## config.mk

```make
export PLATFORM = sky130hd
export DESIGN_NAME = cb_access_ctrl
export DESIGN_NICKNAME = d
export VERILOG_FILES = /design/src/common/cb_pkg.sv /design/src/verilog/cb_access_ctrl.sv
export SDC_FILE = /design/constraint.sdc
export NUM_CORES = 1
export LEC_CHECK = 0
export ABC_CLOCK_PERIOD_IN_PS = 4000
export CORE_ASPECT_RATIO = 0.9
export CORE_MARGIN = 5
export CORE_UTILIZATION = 65
export CTS_CLUSTER_SIZE = 40
export DETAILED_ROUTE_END_ITERATION = 8
export DONT_BUFFER_PORTS = 1
export GPL_TIMING_DRIVEN = 0
export PLACE_DENSITY = 0.93
export SYNTH_ARGS = -nofsm -noshare
export SYNTH_HDL_FRONTEND = slang
export SYNTH_SLANG_ARGS = --single-unit
```

## constraint.sdc

```tcl
create_clock -name clk -period 4 [get_ports clk]
set_clock_uncertainty 0.1 [all_clocks]
set_input_delay 0.6 -clock clk [delete_from_list [all_inputs] [get_ports clk]]
set_output_delay 0.6 -clock clk [all_outputs]
set_load 0.03 [all_outputs]
```

## src/common/cb_pkg.sv

```systemverilog
`default_nettype none

package cb_pkg;

    // Row and column indices into the information block.
    localparam int ROW_W = 7;
    localparam int COL_W = 7;

    // Landmark rows come in groups of eight.
    localparam int GRP_W = ROW_W - 3;

    // Storage geometry, 4096 words of 32 bits.
    localparam int CB_AW  = 12;
    localparam int DATA_W = 32;

    // Cycles from row input to group base.
    localparam int AGD_LAT = 4;

    // Cycles from group base to final address and aligned strobes.
    localparam int CTRL_LAT = 1;

    // RAM read latency.
    localparam int RD_LAT = 1;

    // Read request to rd_valid, end to end.
    localparam int TOTAL_LAT = AGD_LAT + CTRL_LAT + RD_LAT;

endpackage

`default_nettype wire
```

## src/verilog/cb_access_ctrl.sv

```systemverilog
`default_nettype none
`timescale 1ns/10ps

module cb_access_ctrl (
    input  wire logic                       clk,
    input  wire logic                       sys_rst,
    input  wire logic                       wr_en,
    input  wire logic                       rd_en,
    input  wire logic [cb_pkg::COL_W-1:0]   col,
    input  wire logic [cb_pkg::DATA_W-1:0]  wr_data,
    input  wire logic [cb_pkg::CB_AW-1:0]   group_base,
    output logic      [cb_pkg::CB_AW-1:0]   addr,
    output logic                            we,
    output logic                            re,
    output logic      [cb_pkg::DATA_W-1:0]  din,
    output logic                            rd_valid
);

    import cb_pkg::*;

    // Delay lines that match the address generator latency.
    logic [COL_W-1:0]   col_sr  [AGD_LAT];
    logic [DATA_W-1:0]  data_sr [AGD_LAT];
    logic [AGD_LAT-1:0] wr_sr;
    logic [AGD_LAT-1:0] rd_sr;

    // Tracks reads through the RAM output register.
    logic [RD_LAT-1:0]  re_sr;

    // Request side delay line.
    always_ff @(posedge clk) begin
        if (sys_rst) begin
            for (int i = 0; i < AGD_LAT; i++) begin
                col_sr[i]  <= '0;
                data_sr[i] <= '0;
            end
            wr_sr <= '0;
            rd_sr <= '0;
        end else begin
            col_sr[0]  <= col;
            data_sr[0] <= wr_data;
            wr_sr[0]   <= wr_en;
            rd_sr[0]   <= rd_en;
            for (int i = 1; i < AGD_LAT; i++) begin
                col_sr[i]  <= col_sr[i-1];
                data_sr[i] <= data_sr[i-1];
                wr_sr[i]   <= wr_sr[i-1];
                rd_sr[i]   <= rd_sr[i-1];
            end
        end
    end

    // Final address and strobes, now lined up with group_base.
    always_ff @(posedge clk) begin
        if (sys_rst) begin
            addr <= '0;
            we   <= 1'b0;
            re   <= 1'b0;
            din  <= '0;
        end else begin
            addr <= group_base + CB_AW'(col_sr[AGD_LAT-1]);
            we   <= wr_sr[AGD_LAT-1];
            re   <= rd_sr[AGD_LAT-1];
            din  <= data_sr[AGD_LAT-1];
        end
    end

    // Valid follows re by the RAM read latency.
    always_ff @(posedge clk) begin
        if (sys_rst) begin
            re_sr <= '0;
        end else begin
            re_sr[0] <= re;
            for (int i = 1; i < RD_LAT; i++) begin
                re_sr[i] <= re_sr[i-1];
            end
        end
    end

    assign rd_valid = re_sr[RD_LAT-1];

endmodule

`default_nettype wire

```

# Word-level counts from Yosys, hierarchy flattened

Memories as Yosys holds them, arrays and structs flattened. A register that Yosys moved wholly into a read port is not among the register bits.
Index checks and enable logic that the tools add are counted.

$add $sub $neg: 1
Mux-type cells: 11
Bitwise logic cells: 8

Operators by type and width:

| cell                                     | number |
|---|---|
| 32-bit 2-to-1 mux                        | 4 |
| 7-bit 2-to-1 mux                         | 4 |
| 12-bit by 7-bit adder with 12-bit output | 1 |
| 1-bit bitwise OR                         | 8 |
| 1-bit 2-to-1 mux                         | 3 |

Flip-flop bits (word level): 23
Bits in writable memories: 156
Bits of input ports: 55
Output and inout bits: 47
Logic and storage cells: 28
Memories: 2

Memories:

| name    | depth | width | read ports | clocked after Yosys merged registers in | wr ports | line                 | source |
|---|---|---|---|---|---|---|---|
| data_sr | 4     | 32    | 4          | 1                                       | 4        | cb_access_ctrl.sv:23 | `logic [DATA_W-1:0] data_sr [AGD_LAT];` |
| col_sr  | 4     | 7     | 4          | 0                                       | 4        | cb_access_ctrl.sv:22 | `logic [COL_W-1:0] col_sr [AGD_LAT];` |

# Longest topological paths before layout

Depth after elaboration: 3
Depth in mapped cells: 6
Depth with buffers taken out: 6

# Least setup slack after synthesis

No wires, ideal clock.

Path kind: input-to-reg
Start: in group_base[0] (netlist name)
End: reg addr[6] (netlist name)
Library setup time: 0.121 ns
Data arrival time: 2.187 ns
Required time: 3.779 ns
Setup slack: 1.592 ns
Stages on the path: 6
Path buffers: 0
Path through: ha_1 > fa_1 > a211o_2 > a21o_1 > a21oi_1 > mux2_2

Cells in the longest elaborated chain, start to end: 1

Ends and longest elaborated chain:

| what                                     | line                 | source |
|---|---|---|
| from (decl)                              | cb_access_ctrl.sv:11 | `input wire logic [cb_pkg::CB_AW-1:0] group_base,` |
| 12-bit by 7-bit adder with 12-bit output | cb_access_ctrl.sv:61 | `addr <= group_base + CB_AW'(col_sr[AGD_LAT-1]);` |
| to (signal assigned)                     | cb_access_ctrl.sv:61 |  |
| to (decl)                                | cb_access_ctrl.sv:12 | `output logic [cb_pkg::CB_AW-1:0] addr,` |

Every way passes these cells.
A chain may end at the register's enable or synchronous reset.

==> run metrics <==
worst path cell trace ha_1 -> fa_1 -> a211o_2 -> a21o_1 -> a21oi_1 -> mux2_2; Wirelength per Cell 13.9 microns; GRT overflow 0; critical path peak fanout 3; CP Launch Type register; commonest non-fill, non-tap cell in the layout dfxtp_1; largest net degree at the start of global routing 17; Skew-Pair Late Insertion Delay 530 ps; # H-tree levels 1; Clock Sinks ~210; post-synth top area share 0.702; max frequency 444 MHz; drt pass-1 iters 4; Iteration-0 DRC Markers 110; Total GRT Usage 0.163; clock root buffer clkbuf_8; endpoints failing setup 0; IO Port Bufs 0; WL final 9000 microns; sw power 798 uW; async set-reset flop share out of synthesis 0; crit path DAT 2550 ps; top_reg_cell synth dfxtp_1; synthesized area per cell 12.2 sq um; Slew @ Worst Pin 750 ps; Mapped Area 6020 sq um; CP required around 4300 ps; row cnt 33; Core Util, Final 0.748; DR vias/cell ~4.7; DRC violations left 0; final antenna-violating net count 0; Comb pwr share 0.028; max_slew headroom 0.500; EDFF count, synth 0; initial antenna violation count 0; Crit-path slowest cell fa_1; dpl hpwl 6290 microns; PD cells ~600 nW/um^2; vias in the first global route roughly 3100; Worst setup EP type register; fin. max-slew vios 0; post-synthesis cell count 493; Layout fillers 593; unrepaired setup endpoints after global routing false; Hold Slack just under 100 ps; commonest non-fill, non-tap cells in the layout dfxtp_1, nor2b_1, clkbuf_1; Ports 102; area leader, netlist dfxtp_1; switching share of power 0.195; Yosys reg bits 211; synth-to-layout area growth 12.9%; internal power 3300 uW; leakage 0.00272 uW; Syn. warnings 0; Initial Util 0.662; Seq pwr share 0.538; Core Area 9080 sq um; global-route wire length before repair 14700 microns; critical path class register to register; Synth cell types 30; Post-CTS Hold Buffers 0; layout cells sized above 1 0.0722; outcome finished clean; VDD IR max 445 uV; Antenna Cells 0; max incr delay on CP 430 ps; max_cap viols 0; DIE AREA between 10000 and 15000 sq um; Bufs on Longest Clock Path 3; Final Cycle Share 0.562; Tightest Hold Check Type input pin to register; vias 3028; sum of negative setup slack 0 ps; net count after synthesis between 500 and 600; die width 111 microns; clock share of power 0.434; post-CTS resize count 0; post-CTS setup buffer count 0; number of hold violations in the final report 0; post-route minimum period 2250 ps; GPL Wtd Cong around 0.78; CTS tree built; synth top area cells dfxtp_1, nor2b_1, clkbuf_1; nets@finish 577; Clock Pin Slew Worst Setup and Hold Paths 60 ps; post-synthesis sequential area ratio 0.702; die span in y 101 microns; TritonCTS buffer count 19
[path summary, 6_finish.rpt]
kind	from	end	slack (ps)	cells past startpoint
worst max register to register	col_sr[0][21]	addr[6]	1750	6
worst min-delay path	wr_data[15]	data_sr[0][15]	100	1
worst max-delay path	col_sr[0][21]	addr[6]	1750	6
worst min register to register	data_sr[2][23]	data_sr[3][23]	330	1
[logic make-up after synthesis]
kind of cell / after synthesis / synth area share
AND/OR/NAND/NOR: 220 / 0.226
flip-flops: 211 / 0.702
buffers and inverters: 27 / 0.0168
AO/OA/AOI/OAI: 21 / 0.0264
adder cells (fa/ha/maj): 8 / 0.0179
multiplexers: 4 / 0.00749
XOR/XNOR: 2 / 0.00291
[metrics by stage]
stage / power (uW) / worst slack (ps) / instances / cell area, sq um
CTS: 4130 / 1750 / 648 / 6790
global route: 4240 / 1700 / 648 / 6790
global placement: 2360 / 1530 / 615 / 6170
finish: 4100 / 1750 / 648 / 6790
detailed placement: 2370 / 1480 / 615 / 6170
floorplan: 2340 / 1590 / 493 / 6020
[worst max-delay path: cells and delay by family (launching register included)]
kind | cells | cell delay (ps)
AOI/OAI and AO/OA | 3 | 730
muxes | 1 | 350
DFF | 1 | 320
adders and majority gates | 2 | 640
[final cells by class]
type / count / area (sq um) / area share
tap: 122 / 153 / 0.0225
buffer: 24 / 90.1 / 0.0133
clock inverter: 9 / 151 / 0.0223
inverter: 3 / 11.3 / 0.00166
clock buffer: 24 / 470 / 0.0693
sequential: 211 / 4220 / 0.622
multi-input combinational: 255 / 1690 / 0.249
[layer usage]
| layer | global-route usage | share of wire |
|---|---|---|
| met1 | 0.180 | 0.39 |
| met2 | 0.316 | 0.54 |
| met3 | 0.0376 | 0.048 |
| met4 | 0.0468 | 0.025 |
| met5 | 0 | 0 |
[synth_stat cells, types with 2 or more instances]
master and number:
ha_1 7, dfxtp_1 211, clkbuf_1 24, o21a_1 2
nor2_1 7, a21o_1 2, inv_1 3, a211oi_1 3
and3_1 2, mux2_2 4, a21oi_1 5, nor2b_1 205
[registers in the layout (all words and copies together), names as in the netlist]
register	cells
addr	12
col_sr	28
data_sr	128
din	32
rd_sr	4
rd_valid	1
re	1
we	1
wr_sr	4
[power by group through the flow]
stage	combinational, uW	clock, uW	sequential (uW)
2_1_floorplan	90.3	0	2250
3_3_place_gp	106	0	2250
3_5_place_dp	113	0	2250
4_1_cts	115	1810	2210
5_1_grt	129	1900	2210
6_report	113	1780	2210
(Power assumes the default switching activity.)
