## src/common/cb_pkg.sv

```systemverilog
`default_nettype none

package cb_pkg;

    // Row and column indices into the information block.
    localparam int ROW_W = 7;
    localparam int COL_W = 7;

    // Landmark rows come in groups of eight.
    localparam int GRP_W = ROW_W - 3;

    // Storage geometry, 4096 words of 32 bits.
    localparam int CB_AW  = 12;
    localparam int DATA_W = 32;

    // Cycles from row input to group base.
    localparam int AGD_LAT = 4;

    // Cycles from group base to final address and aligned strobes.
    localparam int CTRL_LAT = 1;

    // RAM read latency.
    localparam int RD_LAT = 1;

    // Read request to rd_valid, end to end.
    localparam int TOTAL_LAT = AGD_LAT + CTRL_LAT + RD_LAT;

endpackage

`default_nettype wire
```

## src/cb_agd/cb_agd.sv

```systemverilog
`default_nettype none
`timescale 1ns/10ps

module cb_agd (
    input  wire logic                      clk,
    input  wire logic                      sys_rst,
    input  wire logic [cb_pkg::ROW_W-1:0]  row,
    output logic      [cb_pkg::CB_AW-1:0]  group_base
);

    import cb_pkg::*;

    // Stage 1: group number and index inside the group.
    logic [GRP_W-1:0] k;
    logic [2:0]       idx;

    // Stage 2: k squared, offset seed, delayed k and index.
    logic [CB_AW-1:0] k_sq;
    logic [CB_AW-1:0] off_t;
    logic [GRP_W-1:0] k_r1;
    logic [2:0]       idx_r1;

    // Stage 3: group base and index-dependent offset.
    logic [CB_AW-1:0] base;
    logic [CB_AW-1:0] offset;

    // Zero-extended copies so the products are formed at full address width.
    logic [CB_AW-1:0] k_w;
    logic [CB_AW-1:0] k_r1_w;

    assign k_w    = CB_AW'(k);
    assign k_r1_w = CB_AW'(k_r1);

    // Stage 1.
    always_ff @(posedge clk) begin
        if (sys_rst) begin
            k   <= '0;
            idx <= '0;
        end else begin
            k   <= row[ROW_W-1:3];
            idx <= row[2:0];
        end
    end

    // Stage 2. Only the upper half of a group gets the 8*k term.
    always_ff @(posedge clk) begin
        if (sys_rst) begin
            k_sq   <= '0;
            off_t  <= '0;
            k_r1   <= '0;
            idx_r1 <= '0;
        end else begin
            k_sq   <= k_w * k_w;
            off_t  <= idx[2] ? (k_w << 3) : '0;
            k_r1   <= k;
            idx_r1 <= idx;
        end
    end

    // Stage 3, base of the group is 8*k*k + k.
    always_ff @(posedge clk) begin
        if (sys_rst) begin
            base <= '0;
        end else begin
            base <= (k_sq << 3) + k_r1_w;
        end
    end

    // Stage 3, offset for rows 4 to 7 is 8*k + (8 - i).
    // Rows 0 to 3 all share the group base.
    always_ff @(posedge clk) begin
        if (sys_rst) begin
            offset <= '0;
        end else begin
            case (idx_r1)
                3'd4:    offset <= off_t + CB_AW'(4);
                3'd5:    offset <= off_t + CB_AW'(3);
                3'd6:    offset <= off_t + CB_AW'(2);
                3'd7:    offset <= off_t + CB_AW'(1);
                default: offset <= '0;
            endcase
        end
    end

    // Stage 4.
    always_ff @(posedge clk) begin
        if (sys_rst) begin
            group_base <= '0;
        end else begin
            group_base <= base + offset;
        end
    end

endmodule

`default_nettype wire

```

## config.mk

```make
export PLATFORM = sky130hd
export DESIGN_NAME = cb_agd
export DESIGN_NICKNAME = d
export VERILOG_FILES = /design/src/common/cb_pkg.sv /design/src/cb_agd/cb_agd.sv
export SDC_FILE = /design/constraint.sdc
export NUM_CORES = 1
export LEC_CHECK = 0
export BUFFER_PORTS_ARGS = -buffer_cell sky130_fd_sc_hd__buf_2
export CAP_MARGIN = 30
export CORE_MARGIN = 2
export CORE_UTILIZATION = 36
export CTS_CLUSTER_DIAMETER = 60
export DETAILED_ROUTE_END_ITERATION = 10
export PLACE_DENSITY_LB_ADDON = 0.05
export SETUP_SLACK_MARGIN = 0.3
export SYNTH_ARGS = -nofsm -noshare
export SYNTH_HDL_FRONTEND = slang
export SYNTH_SLANG_ARGS = --single-unit
```

## constraint.sdc

```tcl
create_clock -name clk -period 2.6 [get_ports clk]
set_clock_uncertainty 0.15 [all_clocks]
set_input_delay 0.39 -clock clk [delete_from_list [all_inputs] [get_ports clk]]
set_output_delay 0.39 -clock clk [all_outputs]
set_load 0.01 [all_outputs]
```

Word level (Yosys, flattened, before mapping)
Cells that the tools add are included.
{ "totals": {"register_bits": 70, "latchBits": 0, "mem_bits_rw": 0, "romBits": 0, "input_bits": 9, "output_inout_bits": 12, "elab_cells": 24, "n_memories": 0} }
{ "classes": {"n_addsub": 6, "multipliers": 1, "div_mod_pow": 0, "order_cmp": 0, "n_eq_ne": 4, "n_shift": 0, "n_mux": 1, "bitwise_logic": 1, "reduce_logical": 1} }
{ "op_table": {"columns": ["cell", "count"], "rows": [
  ["12-bit one-hot mux with 4 select lines", 1],
  ["12-bit by 2-bit adder with 12-bit output, second input constant", 2],
  ["11-bit by 4-bit adder with 12-bit output", 1],
  ["12-bit by 1-bit adder with 12-bit output, second input constant", 1],
  ["12-bit adder", 1],
  ["12-bit by 3-bit adder with 12-bit output, second input constant", 1],
  ["3-bit equality test, second input constant", 4],
  ["4-bit by 4-bit multiplier with 8-bit output", 1],
  ["2-bit OR reduction", 1],
  ["1-bit NOT", 1]
]} }

Depth between registers and ports, before layout
{ "depth": {"depth_word": 2, "mapped_depth": 7, "ltp_nobuf": 7} }

Worst setup path after synthesis
OpenSTA, ideal clock, no wires.
{ "synth_path": {"path_type": "register to register", "startpoint": "register offset[0]", "endpoint": "register group_base[6] in the netlist's numbering", "setup_time_ps": 121, "t_arrival_ps": 1678, "t_required_ps": 2329, "setup_slack_ps": 651, "stages_incl_launch_ff": 7, "path_buffers": 0, "synth_period_minus_slack_ps": 1949, "cell_sequence": "dfxtp_1 ha_1 fa_1 a211o_2 a21oi_1 o21bai_1 mux2_2"} }
{ "synth_between": {"elab_chain_len": 1} }
{ "synth_lines": {"columns": ["item", "line_no", "rtl"], "rows": [
  ["start: declaration", "cb_agd.sv:25", "logic [CB_AW-1:0] offset;"],
  ["start signal: assignment", "cb_agd.sv:76", "3'd4: offset <= off_t + CB_AW'(4);"],
  ["start signal: assignment", "cb_agd.sv:77", "3'd5: offset <= off_t + CB_AW'(3);"],
  ["start signal: assignment", "cb_agd.sv:78", "3'd6: offset <= off_t + CB_AW'(2);"],
  ["12-bit adder", "cb_agd.sv:90", "group_base <= base + offset;"],
  ["end signal: assignment", "cb_agd.sv:90", null],
  ["end: declaration", "cb_agd.sv:8", "output logic [cb_pkg::CB_AW-1:0] group_base"]
]} }
No other way between the ends.
A chain may end at the register's enable or synchronous reset.

Worst setup path after layout
{ "layout_path": {"startpoint": "register k[2]", "endpoint": "register k_sq[7]"} }
{ "layout_between": {"elab_chain_len": 1} }
{ "layout_lines": {"columns": ["item", "line_no", "rtl"], "rows": [
  ["start: declaration", "cb_agd.sv:14", "logic [GRP_W-1:0] k;"],
  ["start signal: assignment", "cb_agd.sv:40", "k <= row[ROW_W-1:3];"],
  ["4-bit by 4-bit multiplier with 8-bit output", "cb_agd.sv:53", "k_sq <= k_w * k_w;"],
  ["end signal: assignment", "cb_agd.sv:53", null],
  ["end: declaration", "cb_agd.sv:18", "logic [CB_AW-1:0] k_sq;"]
]} }
No other way between the ends.

==> impl_metrics.json <==
{
  "worstPathCellList": "nor2b_1 > and2_1 > ha_1 > a31o_1 > a21oi_1 > nor2b_1 > o31a_1",
  "antenna_cells": 0,
  "synth_ff_type": "dfxtp_1",
  "avgSynthCellArea_um2": 10.73,
  "dp_cells": 279,
  "synth-seq-area-share_pct": 53.99,
  "die_h_um": 79.27,
  "io_buffers": 20,
  "synth_warnings": 0,
  "via_count": 1279,
  "start_util_pct": 37.27,
  "outcome": "complete, no violations",
  "hold_viol_final": 0,
  "wl_per_cell_um": 10.55,
  "synth_seq_cells": 55,
  "yosysTopAreaCellShare_pct": 53.99,
  "ctsHoldBuffers": 0,
  "ios": 21,
  "synth.distinct_cells": 36,
  "grt_pass1_wl_um": 5257,
  "root_buffer": "clkbuf_8",
  "clock_latency_ns": 0.29,
  "ant_nets": 0,
  "synth_edf_count": 0,
  "overflow": 0,
  "first_global_vias": 1206,
  "cts_buffer_depth": 2,
  "grt.total_usage_pct": 10.85,
  "vdd.ir_drop.worst_uv": 295.3,
  "antenna_found_initial": 0,
  "htreeDepth": 2,
  "timing.rr.start": "k[2]$_SDFF_PP0_",
  "crit_path_max_incr_delay_ns": 0.43,
  "pwr_density_cell_mw_per_mm2": 668.3,
  "async_reset_ff_share_pct": 0,
  "worstSetupEndpointType": "flop",
  "rows": 27,
  "cts_sinks": 55,
  "die_area_mm2": 0.006283,
  "drive_gt1_share_pct": 16.28,
  "synth_area_leaders": "dfxtp_1, nor2b_1, ha_1",
  "critical_path_arrival_ns": 2.15,
  "core_area_mm2": 0.005473,
  "setup_tns_ns": 0,
  "crit_start": "k[2]$_SDFF_PP0_",
  "grt_max_degree": 23,
  "cp.required_ns": 2.64,
  "crit_path_top_delay_cell": "dfxtp_1",
  "cts_tree": "yes",
  "synthesis.nets": 212,
  "crit_fanout": 7,
  "gp_routability_congestion": 0.7835,
  "finalMaxSlewViolations": 0,
  "max_clock_freq_ghz": 0.4731,
  "period_needed_ns": 2.114,
  "yosys-top-cells-count": "dfxtp_1, nor2b_1, and2_1",
  "rsz0062_at_grt": "no",
  "clk_pin_slew_worst_paths_ns": 0.09,
  "fin_crit_sh_pct": 81.30,
  "cts.repair.resized": 0,
  "syn_area_mm2": 0.002039,
  "drtPass1Iterations": 4,
  "drtIter0Drc": 32,
  "yosysMostFrequentCell": "dfxtp_1",
  "routed_via_density": 4.456,
  "worstSetupStartpointType": "flop",
  "p_leak_nw": 1.036,
  "setup_violations": 0,
  "cap_violations": 0,
  "min_from": "row[3]",
  "post_cts_buffers": 0,
  "nNetsFinal": 236,
  "timing_worst_setup_path_type": "flop to flop",
  "nFillCells": 536,
  "synth_cells": 190,
  "post-route-drc-count": 0,
  "syn2layout_area_growth_pct": 15.64,
  "dp_hpwl_um": 2346,
  "cpMostUsedCell": "nor2b_1",
  "fin_cells": 287,
  "synth.largest_area_cell": "dfxtp_1",
  "postRouteWirelength_um": 3027,
  "hold_class": "primary input to flop",
  "die_w_um": 79.27,
  "cts_made_buffers": 5
}
==> logic make-up after synthesis <==
kind of cell / share of synthesized area, %
AO/OA/AOI/OAI: 10.49
AND/OR/NAND/NOR: 20.98
multiplexers: 2.208
flip-flops: 53.99
XOR/XNOR: 2.147
other: 0.1839
buffers and inverters: 1.288
adder cells (fa/ha/maj): 8.712
==> per-stage QoR <==
stage	hold slack [ns]	cell area [um2]	power [mW]	setup slack, ns	utilization (%)
after floorplan	0.2557	2039	0.9408	0.6511	-
after global placement	0.2710	2226	0.9621	0.5928	40.67
after detailed placement	0.2707	2226	0.9637	0.5056	40.67
after CTS	0.1349	2359	1.608	0.4883	43.10
after global routing	0.1435	2359	1.651	0.3234	43.10
final	0.1477	2359	1.576	0.4862	43.10
==> where the power goes <==
group	total (mW)	internal, mW	switching (mW)
Sequential	0.878	0.866	0.0123
Combinational	0.0637	0.0317	0.0320
Clock	0.634	0.385	0.250
Total	1.58	1.28	0.294
==> routing by layer <==
metal / vias up / global-route usage, % / wire length (um)
li1: 683 / - / -
met1: 569 / 11.73 / 1380
met2: 23 / 18.73 / 1475
met3: 4 / 3.750 / 129
met4: 0 / 5.517 / 42
met5: - / 0 / 0
==> cells in the final DEF, fill, tap and decap left out, types with 4 or more instances in the layout <==
master | synthesis | layout
a211oi_1 | 6 | 6
a21oi_1 | 8 | 8
and2_1 | 14 | 14
buf_2 | 0 | 20
clkbuf_8 | 0 | 5
dfxtp_1 | 55 | 55
ha_1 | 11 | 11
mux2_2 | 4 | 4
nor2_1 | 11 | 11
nor2b_1 | 35 | 35
xnor2_1 | 4 | 4
==> registers in the layout (all words and copies together), names as in the netlist <==
register and flops:
offset 7, idx 3, k_sq 7, group_base 12
base 12, k 4, k_r1 3, off_t 4
idx_r1 3
==> final cells by class <==
cell class	count	area (um2)	share of cell area [%]
sequential	55	1101	46.68
tap	72	90.09	3.820
clock buffer	6	72.57	3.077
timing repair buffer	22	115.1	4.881
clock inverter	2	60.06	2.546
multi-input combinational	128	912.1	38.67
inverter	2	7.507	0.3183
==> worst paths after layout <==
path                               end  slack (ns)  depth (start not counted)
setup reg to reg    k_sq[7]$_SDFF_PP0_        0.49                          7
hold / removal         k[0]$_SDFF_PP0_        0.15                          2
setup / recovery    k_sq[7]$_SDFF_PP0_        0.49                          7
hold reg to reg   offset[4]$_SDFF_PP0_        0.28                          1
==> worst max-delay path, delay by kind of cell, from the launching register on <==
| family | cells | cell delay (ns) |
|---|---|---|
| AOI/OAI and AO/OA | 3 | 0.68 |
| and+or+nand+nor | 3 | 0.50 |
| DFF | 1 | 0.43 |
| adders and majority gates | 1 | 0.25 |
Power figures use the tool's default switching activity.
